### src/include/zx_io_defs.svh
`ifndef ZX_IO_DEFS_SVH
`define ZX_IO_DEFS_SVH

// low address byte of each owned port
`define ZX_PORT_FE    8'hFE // border, beeper, keyboard
`define ZX_PORT_FD    8'hFD // 7FFD paging, needs a15 low
`define ZX_PORT_F7    8'hF7 // EFF7 config, needs a12 low
`define ZX_PORT_KJOY  8'h1F // kempston joystick, read side

// soundrive channels, only outside DOS
`define ZX_PORT_SD0   8'h0F
`define ZX_PORT_SD1   8'h1F // shares the address with the joystick
`define ZX_PORT_SD2   8'h4F
`define ZX_PORT_SD3   8'h5F

// covox, both addresses load every channel
`define ZX_PORT_CVX1  8'hFB
`define ZX_PORT_CVX2  8'hDD

// z-controller style SD card ports
`define ZX_PORT_SDCFG 8'h77
`define ZX_PORT_SDDAT 8'h57

// clk cycles per SCK half-period
`define ZX_SPI_HALF   2

// register values after reset
`define ZX_RST_P7FFD  8'h00
`define ZX_RST_PEFF7  8'h00
`define ZX_RST_SDCS_N 1'b1 // card deselected

`endif
### src/logic/zx_regs_pkg.sv
package zx_regs_pkg;

	// 7FFD split into fields, msb first
	typedef struct packed {
		logic [1:0] unused;
		logic       lock48; // freezes paging until next reset
		logic       rom;    // 48k basic rom selected
		logic       screen; // shadow screen
		logic [2:0] page;   // ram page at C000
	} p7ffd_t;

	// raw byte for the output port, fields for paging
	typedef union packed {
		logic [7:0] raw;
		p7ffd_t     f;
	} p7ffd_u;

	typedef struct packed {
		logic rsv7;
		logic rsv6;
		logic rsv5;
		logic turbo_off;
		logic rsv3;
		logic block1m; // back to plain 128k paging, lifts lock48
		logic rsv1;
		logic p16c;
	} eff7_t;

	// FE write layout
	typedef struct packed {
		logic [2:0] unused;
		logic       beep;
		logic       mic;
		logic [2:0] border;
	} fe_t;

endpackage

### src/logic/zx_bus_pkg.sv
package zx_bus_pkg;

	// decoded port, one value per owned register or read source
	typedef enum logic [3:0]
	{
		NONE,
		FE,
		P7FFD,
		EFF7,
		KJOY,     // 1F on a read
		SD_DAC0,
		SD_DAC1,  // 1F on a write
		SD_DAC2,
		SD_DAC3,
		COVOX,
		SDCFG,
		SDDAT
	} port_sel_e;

	// bus cycle tracking
	typedef enum logic [1:0]
	{
		IDLE,     // waiting for iorq with rd or wr
		STROBE,   // strobe goes out on the next edge
		SPI_WAIT, // z80 held in wait during a transfer
		HOLD      // wait for iorq_n to return high
	} cycle_state_e;

endpackage

### src/logic/zx_io_top.sv
`timescale 1ns/1ps

module zx_io_top (
	input  logic        clk,
	input  logic        rst_n,
	input  logic [15:0] a,
	input  logic [7:0]  din,
	output logic [7:0]  dout,
	output logic        dataout,
	output logic        porthit,
	input  logic        iorq_n,
	input  logic        mreq_n,
	input  logic        m1_n,
	input  logic        rd_n,
	input  logic        wr_n,
	output logic        wait_n,
	input  logic [4:0]  keys_in,
	input  logic [4:0]  kj_in,
	output logic [2:0]  border,
	output logic        beep,
	output logic [7:0]  psd0,
	output logic [7:0]  psd1,
	output logic [7:0]  psd2,
	output logic [7:0]  psd3,
	output logic [7:0]  p7ffd,
	output logic [7:0]  peff7,
	output logic        dos,
	output logic        sdcs_n,
	output logic        sd_sck,
	output logic        sd_mosi,
	input  logic        sd_miso
);

	zx_bus_pkg::port_sel_e port_sel;
	logic       port_wr;
	logic       spi_valid;
	logic       spi_ready;
	logic       spi_done;
	logic [7:0] spi_rdata;
	wire  [7:0] spi_wdata = wr_n ? 8'hFF : din; // a read clocks out all ones

	port_decoder u_dec (
		.a        (a),
		.dos      (dos),
		.iorq_n   (iorq_n),
		.rd_n     (rd_n),
		.port_sel (port_sel),
		.porthit  (porthit),
		.dataout  (dataout)
	);

	io_cycle_fsm u_fsm (
		.clk       (clk),
		.rst_n     (rst_n),
		.iorq_n    (iorq_n),
		.rd_n      (rd_n),
		.wr_n      (wr_n),
		.port_sel  (port_sel),
		.port_wr   (port_wr),
		.port_rd   (),
		.spi_valid (spi_valid),
		.spi_ready (spi_ready),
		.spi_done  (spi_done),
		.wait_n    (wait_n)
	);

	spi_shifter u_spi (
		.clk       (clk),
		.rst_n     (rst_n),
		.spi_valid (spi_valid),
		.spi_ready (spi_ready),
		.wdata     (spi_wdata),
		.rdata     (spi_rdata),
		.spi_done  (spi_done),
		.sd_sck    (sd_sck),
		.sd_mosi   (sd_mosi),
		.sd_miso   (sd_miso)
	);

	port_regs u_regs (
		.clk       (clk),
		.rst_n     (rst_n),
		.port_sel  (port_sel),
		.port_wr   (port_wr),
		.din       (din),
		.a         (a),
		.mreq_n    (mreq_n),
		.m1_n      (m1_n),
		.keys_in   (keys_in),
		.kj_in     (kj_in),
		.spi_done  (spi_done),
		.spi_rdata (spi_rdata),
		.dout      (dout),
		.border    (border),
		.beep      (beep),
		.psd0      (psd0),
		.psd1      (psd1),
		.psd2      (psd2),
		.psd3      (psd3),
		.p7ffd     (p7ffd),
		.peff7     (peff7),
		.dos       (dos),
		.sdcs_n    (sdcs_n)
	);

endmodule

### src/logic/port_regs.sv
`timescale 1ns/1ps

`include "zx_io_defs.svh"

module port_regs (
	input  logic                  clk,
	input  logic                  rst_n,
	input  zx_bus_pkg::port_sel_e port_sel,
	input  logic                  port_wr,
	input  logic [7:0]            din,
	input  logic [15:0]           a,
	input  logic                  mreq_n,
	input  logic                  m1_n,
	input  logic [4:0]            keys_in,
	input  logic [4:0]            kj_in,
	input  logic                  spi_done,
	input  logic [7:0]            spi_rdata,
	output logic [7:0]            dout,
	output logic [2:0]            border,
	output logic                  beep,
	output logic [7:0]            psd0,
	output logic [7:0]            psd1,
	output logic [7:0]            psd2,
	output logic [7:0]            psd3,
	output logic [7:0]            p7ffd,
	output logic [7:0]            peff7,
	output logic                  dos,
	output logic                  sdcs_n
);

	zx_regs_pkg::p7ffd_u p7ffd_r;
	zx_regs_pkg::eff7_t  peff7_r;
	zx_regs_pkg::fe_t    fe_wr;
	logic [7:0]          sd_rx; // last byte from the card
	logic                block7ffd;

	assign fe_wr     = zx_regs_pkg::fe_t'(din);
	assign block7ffd = p7ffd_r.f.lock48 && !peff7_r.block1m;

	always_ff @(posedge clk or negedge rst_n)
	begin
		if (!rst_n)
		begin
			p7ffd_r.raw <= `ZX_RST_P7FFD;
			peff7_r     <= `ZX_RST_PEFF7;
			sdcs_n      <= `ZX_RST_SDCS_N;
		end
		else if (port_wr)
		begin
			if (port_sel == zx_bus_pkg::P7FFD && !block7ffd)
				p7ffd_r.raw <= din;
			if (port_sel == zx_bus_pkg::EFF7)
				peff7_r <= din;
			if (port_sel == zx_bus_pkg::SDCFG)
				sdcs_n <= din[1];
		end
	end

	// with block1m the upper page bits are gone
	assign p7ffd = peff7_r.block1m ? {3'b000, p7ffd_r.raw[4:0]} : p7ffd_r.raw;
	assign peff7 = peff7_r.block1m ?
		{peff7_r.rsv7, 1'b0, peff7_r.rsv5, peff7_r.turbo_off, 3'b000, peff7_r.p16c} :
		peff7_r;

	// border, beeper and the four DAC channels
	always_ff @(posedge clk or negedge rst_n)
	begin
		if (!rst_n)
		begin
			border <= 3'd0;
			beep   <= 1'b0;
			psd0   <= 8'h00;
			psd1   <= 8'h00;
			psd2   <= 8'h00;
			psd3   <= 8'h00;
		end
		else if (port_wr)
		begin
			case (port_sel)
				zx_bus_pkg::FE:
				begin
					border <= fe_wr.border;
					beep   <= fe_wr.beep;
					psd0   <= {8{fe_wr.beep}}; // beeper through the DACs
					psd1   <= {8{fe_wr.beep}};
					psd2   <= {8{fe_wr.beep}};
					psd3   <= {8{fe_wr.beep}};
				end
				zx_bus_pkg::COVOX:
				begin
					psd0 <= din;
					psd1 <= din;
					psd2 <= din;
					psd3 <= din;
				end
				zx_bus_pkg::SD_DAC0: psd0 <= din;
				zx_bus_pkg::SD_DAC1: psd1 <= din;
				zx_bus_pkg::SD_DAC2: psd2 <= din;
				zx_bus_pkg::SD_DAC3: psd3 <= din;
				default: ;
			endcase
		end
	end

	// DOS rom follows the opcode fetch address
	always_ff @(posedge clk or negedge rst_n)
	begin
		if (!rst_n)
			dos <= 1'b0;
		else if (!mreq_n && !m1_n)
		begin
			if (a[15:8] == 8'h3D && p7ffd_r.f.rom)
				dos <= 1'b1; // entry point in basic48 rom
			else if (a[15:14] != 2'b00)
				dos <= 1'b0;
		end
	end

	always_ff @(posedge clk)
	begin
		if (spi_done)
			sd_rx <= spi_rdata;
	end

	always_comb
	begin
		case (port_sel)
			zx_bus_pkg::FE:    dout = {1'b1, 1'b0, 1'b0, keys_in}; // no tape input
			zx_bus_pkg::KJOY:  dout = {3'b000, kj_in};
			zx_bus_pkg::SDCFG: dout = 8'h00; // card present, not write protected
			zx_bus_pkg::SDDAT: dout = sd_rx;
			default:           dout = 8'hFF;
		endcase
	end

endmodule

### src/logic/spi_shifter.sv
`timescale 1ns/1ps

module spi_shifter (
	input  logic       clk,
	input  logic       rst_n,
	input  logic       spi_valid,
	output logic       spi_ready,
	input  logic [7:0] wdata,
	output logic [7:0] rdata,
	output logic       spi_done,
	output logic       sd_sck,
	output logic       sd_mosi,
	input  logic       sd_miso
);

	logic       busy;
	logic       sck_edge;
	logic       last;
	logic [7:0] tx_sr;
	logic [7:0] rx_sr;

	spi_bit_timer u_timer (
		.clk      (clk),
		.rst_n    (rst_n),
		.run      (busy),
		.sck_edge (sck_edge),
		.last     (last)
	);

	assign spi_ready = !busy;
	assign sd_mosi   = tx_sr[7]; // msb first, set up before the first rise
	assign rdata     = rx_sr;

	always_ff @(posedge clk or negedge rst_n)
	begin
		if (!rst_n)
		begin
			busy     <= 1'b0;
			sd_sck   <= 1'b0;
			spi_done <= 1'b0;
		end
		else
		begin
			spi_done <= 1'b0;
			if (spi_valid && spi_ready)
				busy <= 1'b1;
			else if (sck_edge)
			begin
				sd_sck <= !sd_sck;
				if (last)
				begin
					busy     <= 1'b0;
					spi_done <= 1'b1;
				end
			end
		end
	end

	always_ff @(posedge clk)
	begin
		if (spi_valid && spi_ready)
			tx_sr <= wdata;
		else if (sck_edge)
		begin
			if (sd_sck)
				tx_sr <= {tx_sr[6:0], 1'b1}; // falling edge, next bit out
			else
				rx_sr <= {rx_sr[6:0], sd_miso}; // rising edge sample
		end
	end

endmodule

### src/logic/spi_bit_timer.sv
`timescale 1ns/1ps

`include "zx_io_defs.svh"

module spi_bit_timer (
	input  logic clk,
	input  logic rst_n,
	input  logic run,
	output logic sck_edge,
	output logic last
);

	logic [7:0] div_cnt;
	logic [3:0] half_cnt; // SCK half-periods done so far

	assign sck_edge = run && (div_cnt == 8'(`ZX_SPI_HALF - 1));
	assign last     = (half_cnt == 4'd15); // 16th half-period, SCK back low

	always_ff @(posedge clk or negedge rst_n)
	begin
		if (!rst_n)
		begin
			div_cnt  <= 8'd0;
			half_cnt <= 4'd0;
		end
		else if (!run)
		begin
			div_cnt  <= 8'd0;
			half_cnt <= 4'd0;
		end
		else if (sck_edge)
		begin
			div_cnt  <= 8'd0;
			half_cnt <= half_cnt + 4'd1;
		end
		else
			div_cnt <= div_cnt + 8'd1;
	end

endmodule

### src/logic/io_cycle_fsm.sv
`timescale 1ns/1ps

module io_cycle_fsm (
	input  logic                  clk,
	input  logic                  rst_n,
	input  logic                  iorq_n,
	input  logic                  rd_n,
	input  logic                  wr_n,
	input  zx_bus_pkg::port_sel_e port_sel,
	output logic                  port_wr,
	output logic                  port_rd,
	output logic                  spi_valid,
	input  logic                  spi_ready,
	input  logic                  spi_done,
	output logic                  wait_n
);

	zx_bus_pkg::cycle_state_e state;
	logic rd_cycle; // direction seen when the cycle started

	always_ff @(posedge clk or negedge rst_n)
	begin
		if (!rst_n)
		begin
			state     <= zx_bus_pkg::IDLE;
			rd_cycle  <= 1'b0;
			port_wr   <= 1'b0;
			port_rd   <= 1'b0;
			spi_valid <= 1'b0;
			wait_n    <= 1'b1;
		end
		else
		begin
			port_wr <= 1'b0;
			port_rd <= 1'b0;
			if (spi_valid && spi_ready)
				spi_valid <= 1'b0; // shifter took it
			case (state)
				zx_bus_pkg::IDLE:
					if (!iorq_n && !(rd_n && wr_n))
					begin
						rd_cycle <= !rd_n;
						state    <= zx_bus_pkg::STROBE;
					end
				zx_bus_pkg::STROBE:
				begin
					port_rd <= rd_cycle;
					port_wr <= !rd_cycle;
					if (port_sel == zx_bus_pkg::SDDAT)
					begin
						// either direction runs one byte on the card
						spi_valid <= 1'b1;
						wait_n    <= 1'b0;
						state     <= zx_bus_pkg::SPI_WAIT;
					end
					else
						state <= zx_bus_pkg::HOLD;
				end
				zx_bus_pkg::SPI_WAIT:
					if (spi_done)
					begin
						wait_n <= 1'b1;
						state  <= zx_bus_pkg::HOLD;
					end
				default: // HOLD
					if (iorq_n)
						state <= zx_bus_pkg::IDLE;
			endcase
		end
	end

endmodule

### src/logic/port_decoder.sv
`timescale 1ns/1ps

`include "zx_io_defs.svh"

module port_decoder (
	input  logic [15:0]           a,
	input  logic                  dos,
	input  logic                  iorq_n,
	input  logic                  rd_n,
	output zx_bus_pkg::port_sel_e port_sel,
	output logic                  porthit,
	output logic                  dataout
);

	logic [7:0] loa;

	assign loa = a[7:0];

	always_comb
	begin
		port_sel = zx_bus_pkg::NONE;
		if (loa == `ZX_PORT_FE)
			port_sel = zx_bus_pkg::FE;
		else if (loa == `ZX_PORT_FD && !a[15])
			port_sel = zx_bus_pkg::P7FFD;
		else if (loa == `ZX_PORT_F7 && !a[12])
			port_sel = zx_bus_pkg::EFF7;
		else if (loa == `ZX_PORT_CVX1 || loa == `ZX_PORT_CVX2)
			port_sel = zx_bus_pkg::COVOX;
		else if (loa == `ZX_PORT_SDCFG)
			port_sel = zx_bus_pkg::SDCFG;
		else if (loa == `ZX_PORT_SDDAT)
			port_sel = zx_bus_pkg::SDDAT;
		else if (!dos)
		begin
			// in DOS these addresses belong to the floppy controller
			if (loa == `ZX_PORT_KJOY && !rd_n)
				port_sel = zx_bus_pkg::KJOY; // joystick answers reads on 1F
			else if (loa == `ZX_PORT_SD0)
				port_sel = zx_bus_pkg::SD_DAC0;
			else if (loa == `ZX_PORT_SD1)
				port_sel = zx_bus_pkg::SD_DAC1;
			else if (loa == `ZX_PORT_SD2)
				port_sel = zx_bus_pkg::SD_DAC2;
			else if (loa == `ZX_PORT_SD3)
				port_sel = zx_bus_pkg::SD_DAC3;
		end
	end

	assign porthit = (port_sel != zx_bus_pkg::NONE);

	// we put data on the bus only for our own ports
	assign dataout = porthit && !iorq_n && !rd_n;

endmodule

### config.mk
export PLATFORM = sky130hd
export DESIGN_NAME = zx_io_top
export DESIGN_NICKNAME = d
export VERILOG_FILES = /design/src/logic/zx_regs_pkg.sv /design/src/logic/zx_bus_pkg.sv /design/src/logic/zx_io_top.sv /design/src/logic/port_regs.sv /design/src/logic/spi_shifter.sv /design/src/logic/spi_bit_timer.sv /design/src/logic/io_cycle_fsm.sv /design/src/logic/port_decoder.sv
export VERILOG_INCLUDE_DIRS = /design/src /design/src/include
export SDC_FILE = /design/constraint.sdc
export NUM_CORES = 1
export LEC_CHECK = 0
export ABC_AREA = 1
export BUFFER_PORTS_ARGS = -buffer_cell sky130_fd_sc_hd__buf_2
export CORE_ASPECT_RATIO = 0.5
export CORE_MARGIN = 2
export CORE_UTILIZATION = 50
export CTS_CLUSTER_SIZE = 40
export DETAILED_ROUTE_END_ITERATION = 7
export HOLD_SLACK_MARGIN = 0.02
export PLACE_DENSITY = 0.76
export SLEW_MARGIN = 25
export SYNTH_ARGS = -nofsm -noshare
export SYNTH_HDL_FRONTEND = slang
export SYNTH_HIERARCHICAL = 1
export SYNTH_SLANG_ARGS = --single-unit
export TNS_END_PERCENT = 30
### constraint.sdc
create_clock -name clk -period 2.38 [get_ports clk]
set_input_delay 0.476 -clock clk [delete_from_list [all_inputs] [get_ports clk]]
set_output_delay 0.476 -clock clk [all_outputs]
set_load 0.05 [all_outputs]
==> run metrics, run 1 <==
core area 10200 um2; syn nets 705; chip width 149 um; first-pass GRT wire length 20.8 mm; Leak 0.00360 uW; Detailed Routing Iterations Pass 1 5; Setup Skew 0.00826 ns; Critical Path RT 1.90 ns; post-DR wirelength/cell 13.3 um; Setup crit start kind input pin; reg2reg path depth 13; critical path fanouts, max 7; CTS HTree Levels 3; r2r endpoint u_regs/psd2[6]; WL final 12.5 mm; Worst VDD drop 442 uV; Yosys warnings 6; fraction of layout instances using a drive strength above 1 33.1%; GPL Wtd Cong 0.889; CTS Buf Count 9; Hold Fails Final Rpt 0; CTS tree yes; Final WS setup -0.123 ns; cell area after synthesis 5220 um2; Clock Power Share 26.7%; Starting DRT DRC Count 270; worst-skew pair later-pin latency 0.34 ns; Min Hold Slack 0.0800 ns; root buf cell clkbuf_16; Starting Density 51.3%; status complete, but fails checks; CP Capture Type output port; worst r2r src u_regs/dos; Comb power frac 33.5%; Sink Count 99; ANT cells 0; post-layout util 67.8%; Sw Ratio 39.9%; Seq pwr share 39.8%; dpl hpwl 9.12 mm; DR vias/cell 4.98; NumNets Final 852; vias in the first global route 4413; worst-margin pin slew 0.502 ns; Max Cap Viol 0; drt drc 0; GRT Total Usage 22.9%; final slew viol count 0; vias 4718; Cells after Synth 655; Tcrit/Tclk final 105%; Pwr Density 795 nW/um2; # fillers 804; Worst EP arrival 2.03 ns; Avg Inst Size Synth 7.98 um2; Ports 109; Max Buffers Root-to-Sink 2; failing checks negative setup slack; number of placement rows 26; IO buf count 107; post-route ant nets 0; Die ar. 11300 um2; setup repair after global routing missed its margin yes; largest net degree at the start of global routing 32; critical path type in2out; Area Overhead vs Synth 32.2%; Reg2Reg Setup Slack 0.37 ns; Psw 2190 uW; minimum clock period 2.50 ns; grt ovf 0; crit path launch a[7]; Setup-failing EPs final 8; initial antenna violation count 0; Reg clk slew, reported paths 0.07 ns; fmax 0.400 GHz; HP Class in2async; Slew HR 66.3%; Die H 76.3 um; cell-internal power 3300 uW
[worst max-delay path by stage]
stage	end	slack [ns]	depth (start not counted)
2_1_floorplan	dout[0]	-0.06	13
3_3_place_gp	dout[0]	-0.23	16
3_5_place_dp	dout[0]	-0.28	16
4_1_cts	dout[0]	-0.09	15
5_1_grt	dout[0]	-0.22	16
6_report	dout[0]	-0.12	16
[area by class of cell]
type                       count  area [um2]  area share [%]
clock buffer                  12         278            4.02
sequential                    99        2600            37.7
tap                          140         175            2.54
clock inverter                 4        31.3           0.453
inverter                      72         312            4.51
multi-input combinational    465        2430            35.2
timing repair buffer         155        1080            15.6
[per-layer routing]
| metal | global-route usage [%] | up-vias | part of all wire (%) |
|---|---|---|---|
| met4 | 5.14 | 0 | 1.4 |
| met1 | 30.6 | 2219 | 45 |
| met5 | 0 | - | 0 |
| li1 | - | 2354 | - |
| met2 | 38.4 | 130 | 47 |
| met3 | 5.27 | 15 | 5.7 |
[cell usage in the layout (no fill, tap or decap), types with 2 or more instances in the layout]
| cell | count |
|---|---|
| buf_12 | 7 |
| buf_2 | 91 |
| buf_4 | 44 |
| buf_6 | 11 |
| buf_8 | 2 |
| clkbuf_16 | 10 |
| clkbuf_8 | 2 |
| clkinv_4 | 3 |
| dfrtp_1 | 72 |
| dfstp_2 | 2 |
| edfxtp_1 | 24 |
| ha_1 | 8 |
| inv_1 | 52 |
| inv_2 | 11 |
| inv_4 | 6 |
| inv_6 | 2 |
| nand2_1 | 236 |
| nand2_2 | 15 |
| nand2_4 | 16 |
| nand2_8 | 3 |
| nand3_1 | 58 |
| nand3_2 | 6 |
| nand3_4 | 3 |
| nand4_1 | 6 |
| nor2_1 | 35 |
| nor2_2 | 9 |
| nor2_4 | 16 |
| nor3_1 | 4 |
| o21ai_0 | 30 |
| o21ai_1 | 7 |
| or2_2 | 2 |
| xor2_1 | 2 |
[repair_timing]
item,CTS,global route
hold buffers,0,0
gates resized for setup,42,16
endpoints found under the setup margin,8,8
setup buffers,7,3
pin swaps,21,14
[metrics by stage]
step	TNS, ns	std cells	worst slack (ns)	area (um2)	power [uW]
floorplan	-0.273	655	-0.0613	5410	3570
global placement	-1.43	921	-0.235	6330	3980
detailed placement	-1.74	921	-0.280	6330	4020
CTS	-0.162	944	-0.0902	6820	5520
global route	-1.25	947	-0.219	6910	5770
finish	-0.436	947	-0.123	6910	5490
[power groups by stage]
stage | registers, uW | logic, uW | clock network, uW
after floorplan | 2870 | 703 | 0
after global placement | 2210 | 1780 | 0
after detailed placement | 2220 | 1810 | 0
after CTS | 2190 | 1840 | 1490
after global routing | 2230 | 1980 | 1560
final | 2190 | 1840 | 1460
[worst max-delay path, cell delays in order]
cell and delay (ns):
buf_4 0.14, inv_6 0.06, nand2_4 0.07, nor2_4 0.12
nand2_2 0.06, nand2_1 0.06, nand2_1 0.06, nand3_2 0.09
nor2_4 0.05, inv_4 0.09, nand2_4 0.06, nor2_4 0.12
inv_2 0.07, nand3_4 0.11, nand4_1 0.18, buf_6 0.21
Power figures use the tool's default switching activity.
==> inputs of run 2 (changes only) <==
- CORE_ASPECT_RATIO: 0.5 -> default
- CORE_UTILIZATION: 50 -> 40
- PLACE_DENSITY: 0.76 -> 0.63
==> run 2 against run 1 <==
The run still ends with negative setup slack left; via count decreased by 1.2%; maximum frequency rose by 2.0%; global-route usage fell by 3.6 points; largest power group unchanged; combinational power hardly changed; worst setup slack gained 0.049 ns; cell count up 2.6%; register-to-register slack worse by 0.07 ns; sequential cell count is the same; hold slack improved by 0.057 ns; power fell by 2.1%; critical endpoint is now dout[3].
==> run metrics, run 2 (synthesized netlist as in run 1, its figures left out) <==
Final WS setup -0.0735 ns (was -0.123 ns); critical path fanouts, max 8 (was 7); number of placement rows 41 (was 26); crit path launch a[4] (was a[7]); largest net degree at the start of global routing 76 (was 32); post-DR wirelength/cell 13.5 um (was 13.3 um); initial antenna violation count 0 (unchanged); NumNets Final 845 (was 852); CTS HTree Levels 3 (unchanged); final slew viol count 0 (unchanged); setup repair after global routing missed its margin yes (unchanged); cell-internal power 3190 uW (was 3300 uW); Setup Skew 0.00793 ns (was 0.00826 ns); Max Cap Viol 0 (unchanged); first-pass GRT wire length 21.7 mm (was 20.8 mm); Tcrit/Tclk final 103% (was 105%); fraction of layout instances using a drive strength above 1 32.9% (was 33.1%); root buf cell clkbuf_16 (unchanged); reg2reg path depth 14 (was 13); vias 4662 (was 4718); Slew HR 65.3% (was 66.3%); worst-margin pin slew 0.517 ns (was 0.502 ns); Area after DPL 6350 um2 (was 6330 um2); Starting DRT DRC Count 339 (was 270); Psw 2190 uW (about the same); Pwr Density 770 nW/um2 (was 795 nW/um2); Sw Ratio 40.7% (was 39.9%); TNS Setup -0.264 ns (was -0.436 ns); Sink Count 99 (unchanged); CTS Buf Count 9 (unchanged); status complete, but fails checks (unchanged); Area Overhead vs Synth 33.6% (was 32.2%); Seq pwr share 40.6% (was 39.8%); Setup crit end dout[3] (was dout[0]); Setup crit start kind input pin (unchanged); HP Class in2async (unchanged); Comb power frac 34.4% (was 33.5%); grt ovf 0 (unchanged); Max Buffers Root-to-Sink 2 (unchanged); GPL Wtd Cong 0.877 (was 0.889); worst r2r src u_regs/dos (unchanged); Critical Path RT 1.90 ns (about the same); Final Cell Area 6980 um2 (was 6910 um2); Leak 0.00357 uW (was 0.00360 uW); Detailed Routing Iterations Pass 1 4 (was 5); # fillers 1189 (was 804); # hold bufs at CTS 0 (unchanged); Setup-failing EPs final 7 (was 8); GRT Total Usage 19.3% (was 22.9%); most common cell after layout, fill and taps aside nand2_1 (unchanged); WL final 13.1 mm (was 12.5 mm); Ports 109 (unchanged); core area 12700 um2 (was 10200 um2); critical path type in2out (unchanged); Clock Power Share 25.0% (was 26.7%); Reg clk slew, reported paths 0.06 ns (was 0.07 ns); chip width 118 um (was 149 um); minimum clock period 2.45 ns (was 2.50 ns); post-route ant nets 0 (unchanged); most frequent cells in the layout 232 x nand2_1, 91 x buf_2, 72 x dfrtp_1 (was 236 x nand2_1, 91 x buf_2, 72 x dfrtp_1); Reg2Reg Setup Slack 0.30 ns (was 0.37 ns); total power 5380 uW (was 5490 uW); Worst VDD drop 518 uV (was 442 uV); dpl hpwl 9.36 mm (was 9.12 mm); CP Capture Type output port (unchanged); r2r endpoint u_regs/psd1[1] (was u_regs/psd2[6]); Worst EP arrival 1.98 ns (was 2.03 ns); Die H 118 um (was 76.3 um); drt drc 0 (unchanged); CTS tree yes (unchanged); DR vias/cell 4.80 (was 4.98); Die ar. 14000 um2 (was 11300 um2); worst-skew pair later-pin latency 0.35 ns (was 0.34 ns); Hold Fails Final Rpt 0 (unchanged); IO buf count 107 (unchanged); vias in the first global route 4548 (was 4413); failing checks negative setup slack (unchanged); ANT cells 0 (unchanged); fmax 0.408 GHz (was 0.400 GHz); Starting Density 41.2% (was 51.3%)
run 2: cell types whose count changed in the layout (fill, tap and decap cells not counted), sizes merged:
cell / change
buf: -7
inv: +3
clkinv: -4
clkbuf: +1
run 2: layout make-up:
class / count / area [um2] / share of cell area [%]
flip-flops and latches: 99 / 2600 / 37.3
multi-input cells: 465 / 2470 / 35.4
repair buffers: 148 / 1110 / 16.0
inverters: 72 / 314 / 4.50
clock buffers: 13 / 240 / 3.44
well taps: 172 / 215 / 3.08
clock inverters: 3 / 21.3 / 0.305
run 2: worst min path at each step:
stage / endpoint / depth (start not counted)
final: u_regs/p7ffd_r[2] / 2
after global routing: u_regs/peff7_r[3] / 2
after CTS: u_regs/p7ffd_r[2] / 2
after detailed placement: u_regs/sd_rx[7] / 0
after global placement: u_regs/sd_rx[7] / 0
after floorplan: u_fsm/port_wr / 0
run 2: through the flow:
step	hold WS [ns]	std cells	setup slack [ns]	util [%]
2_1_floorplan	0.180	655	-0.0613	-
3_5_place_dp	0.412	947	-0.261	50.1
3_3_place_gp	0.407	947	-0.210	50.1
6_report	0.137	972	-0.0735	55.1
4_1_cts	0.171	966	-0.00299	53.7
5_1_grt	0.182	972	-0.181	55.1
run 2: what timing repair did:
| action | in CTS | in global routing |
|---|---|---|
| setup endpoints to repair | 8 | 8 |
| pin swaps | 21 | 21 |
| resized for setup | 49 | 26 |
| buffers inserted | 3 | 6 |
run 2: power groups by stage:
| stage | sequential (uW) | clock [uW] | combinational [uW] |
|---|---|---|---|
| after floorplan | 2870 | 0 | 703 |
| after global placement | 2200 | 0 | 1780 |
| after detailed placement | 2220 | 0 | 1820 |
| after CTS | 2190 | 1390 | 1850 |
| after global routing | 2220 | 1470 | 1980 |
| final | 2180 | 1340 | 1850 |
run 2: routing by layer:
layer	up-vias	wire [um]	track usage, %
met5	-	0	0
met1	2179	5560	23.9
li1	2333	-	-
met2	127	6490	32.7
met3	23	719	4.73
met4	0	303	7.08
run 2: critical path: stages:
cell	delay [ns]
buf_8	0.12
inv_4	0.05
buf_4	0.09
nor2_1	0.04
nand2_2	0.10
nand3_4	0.09
nor2_4	0.14
inv_4	0.07
inv_4	0.08
nand2_4	0.06
nor2_4	0.15
inv_2	0.07
nand3_4	0.12
nand4_1	0.14
buf_6	0.18
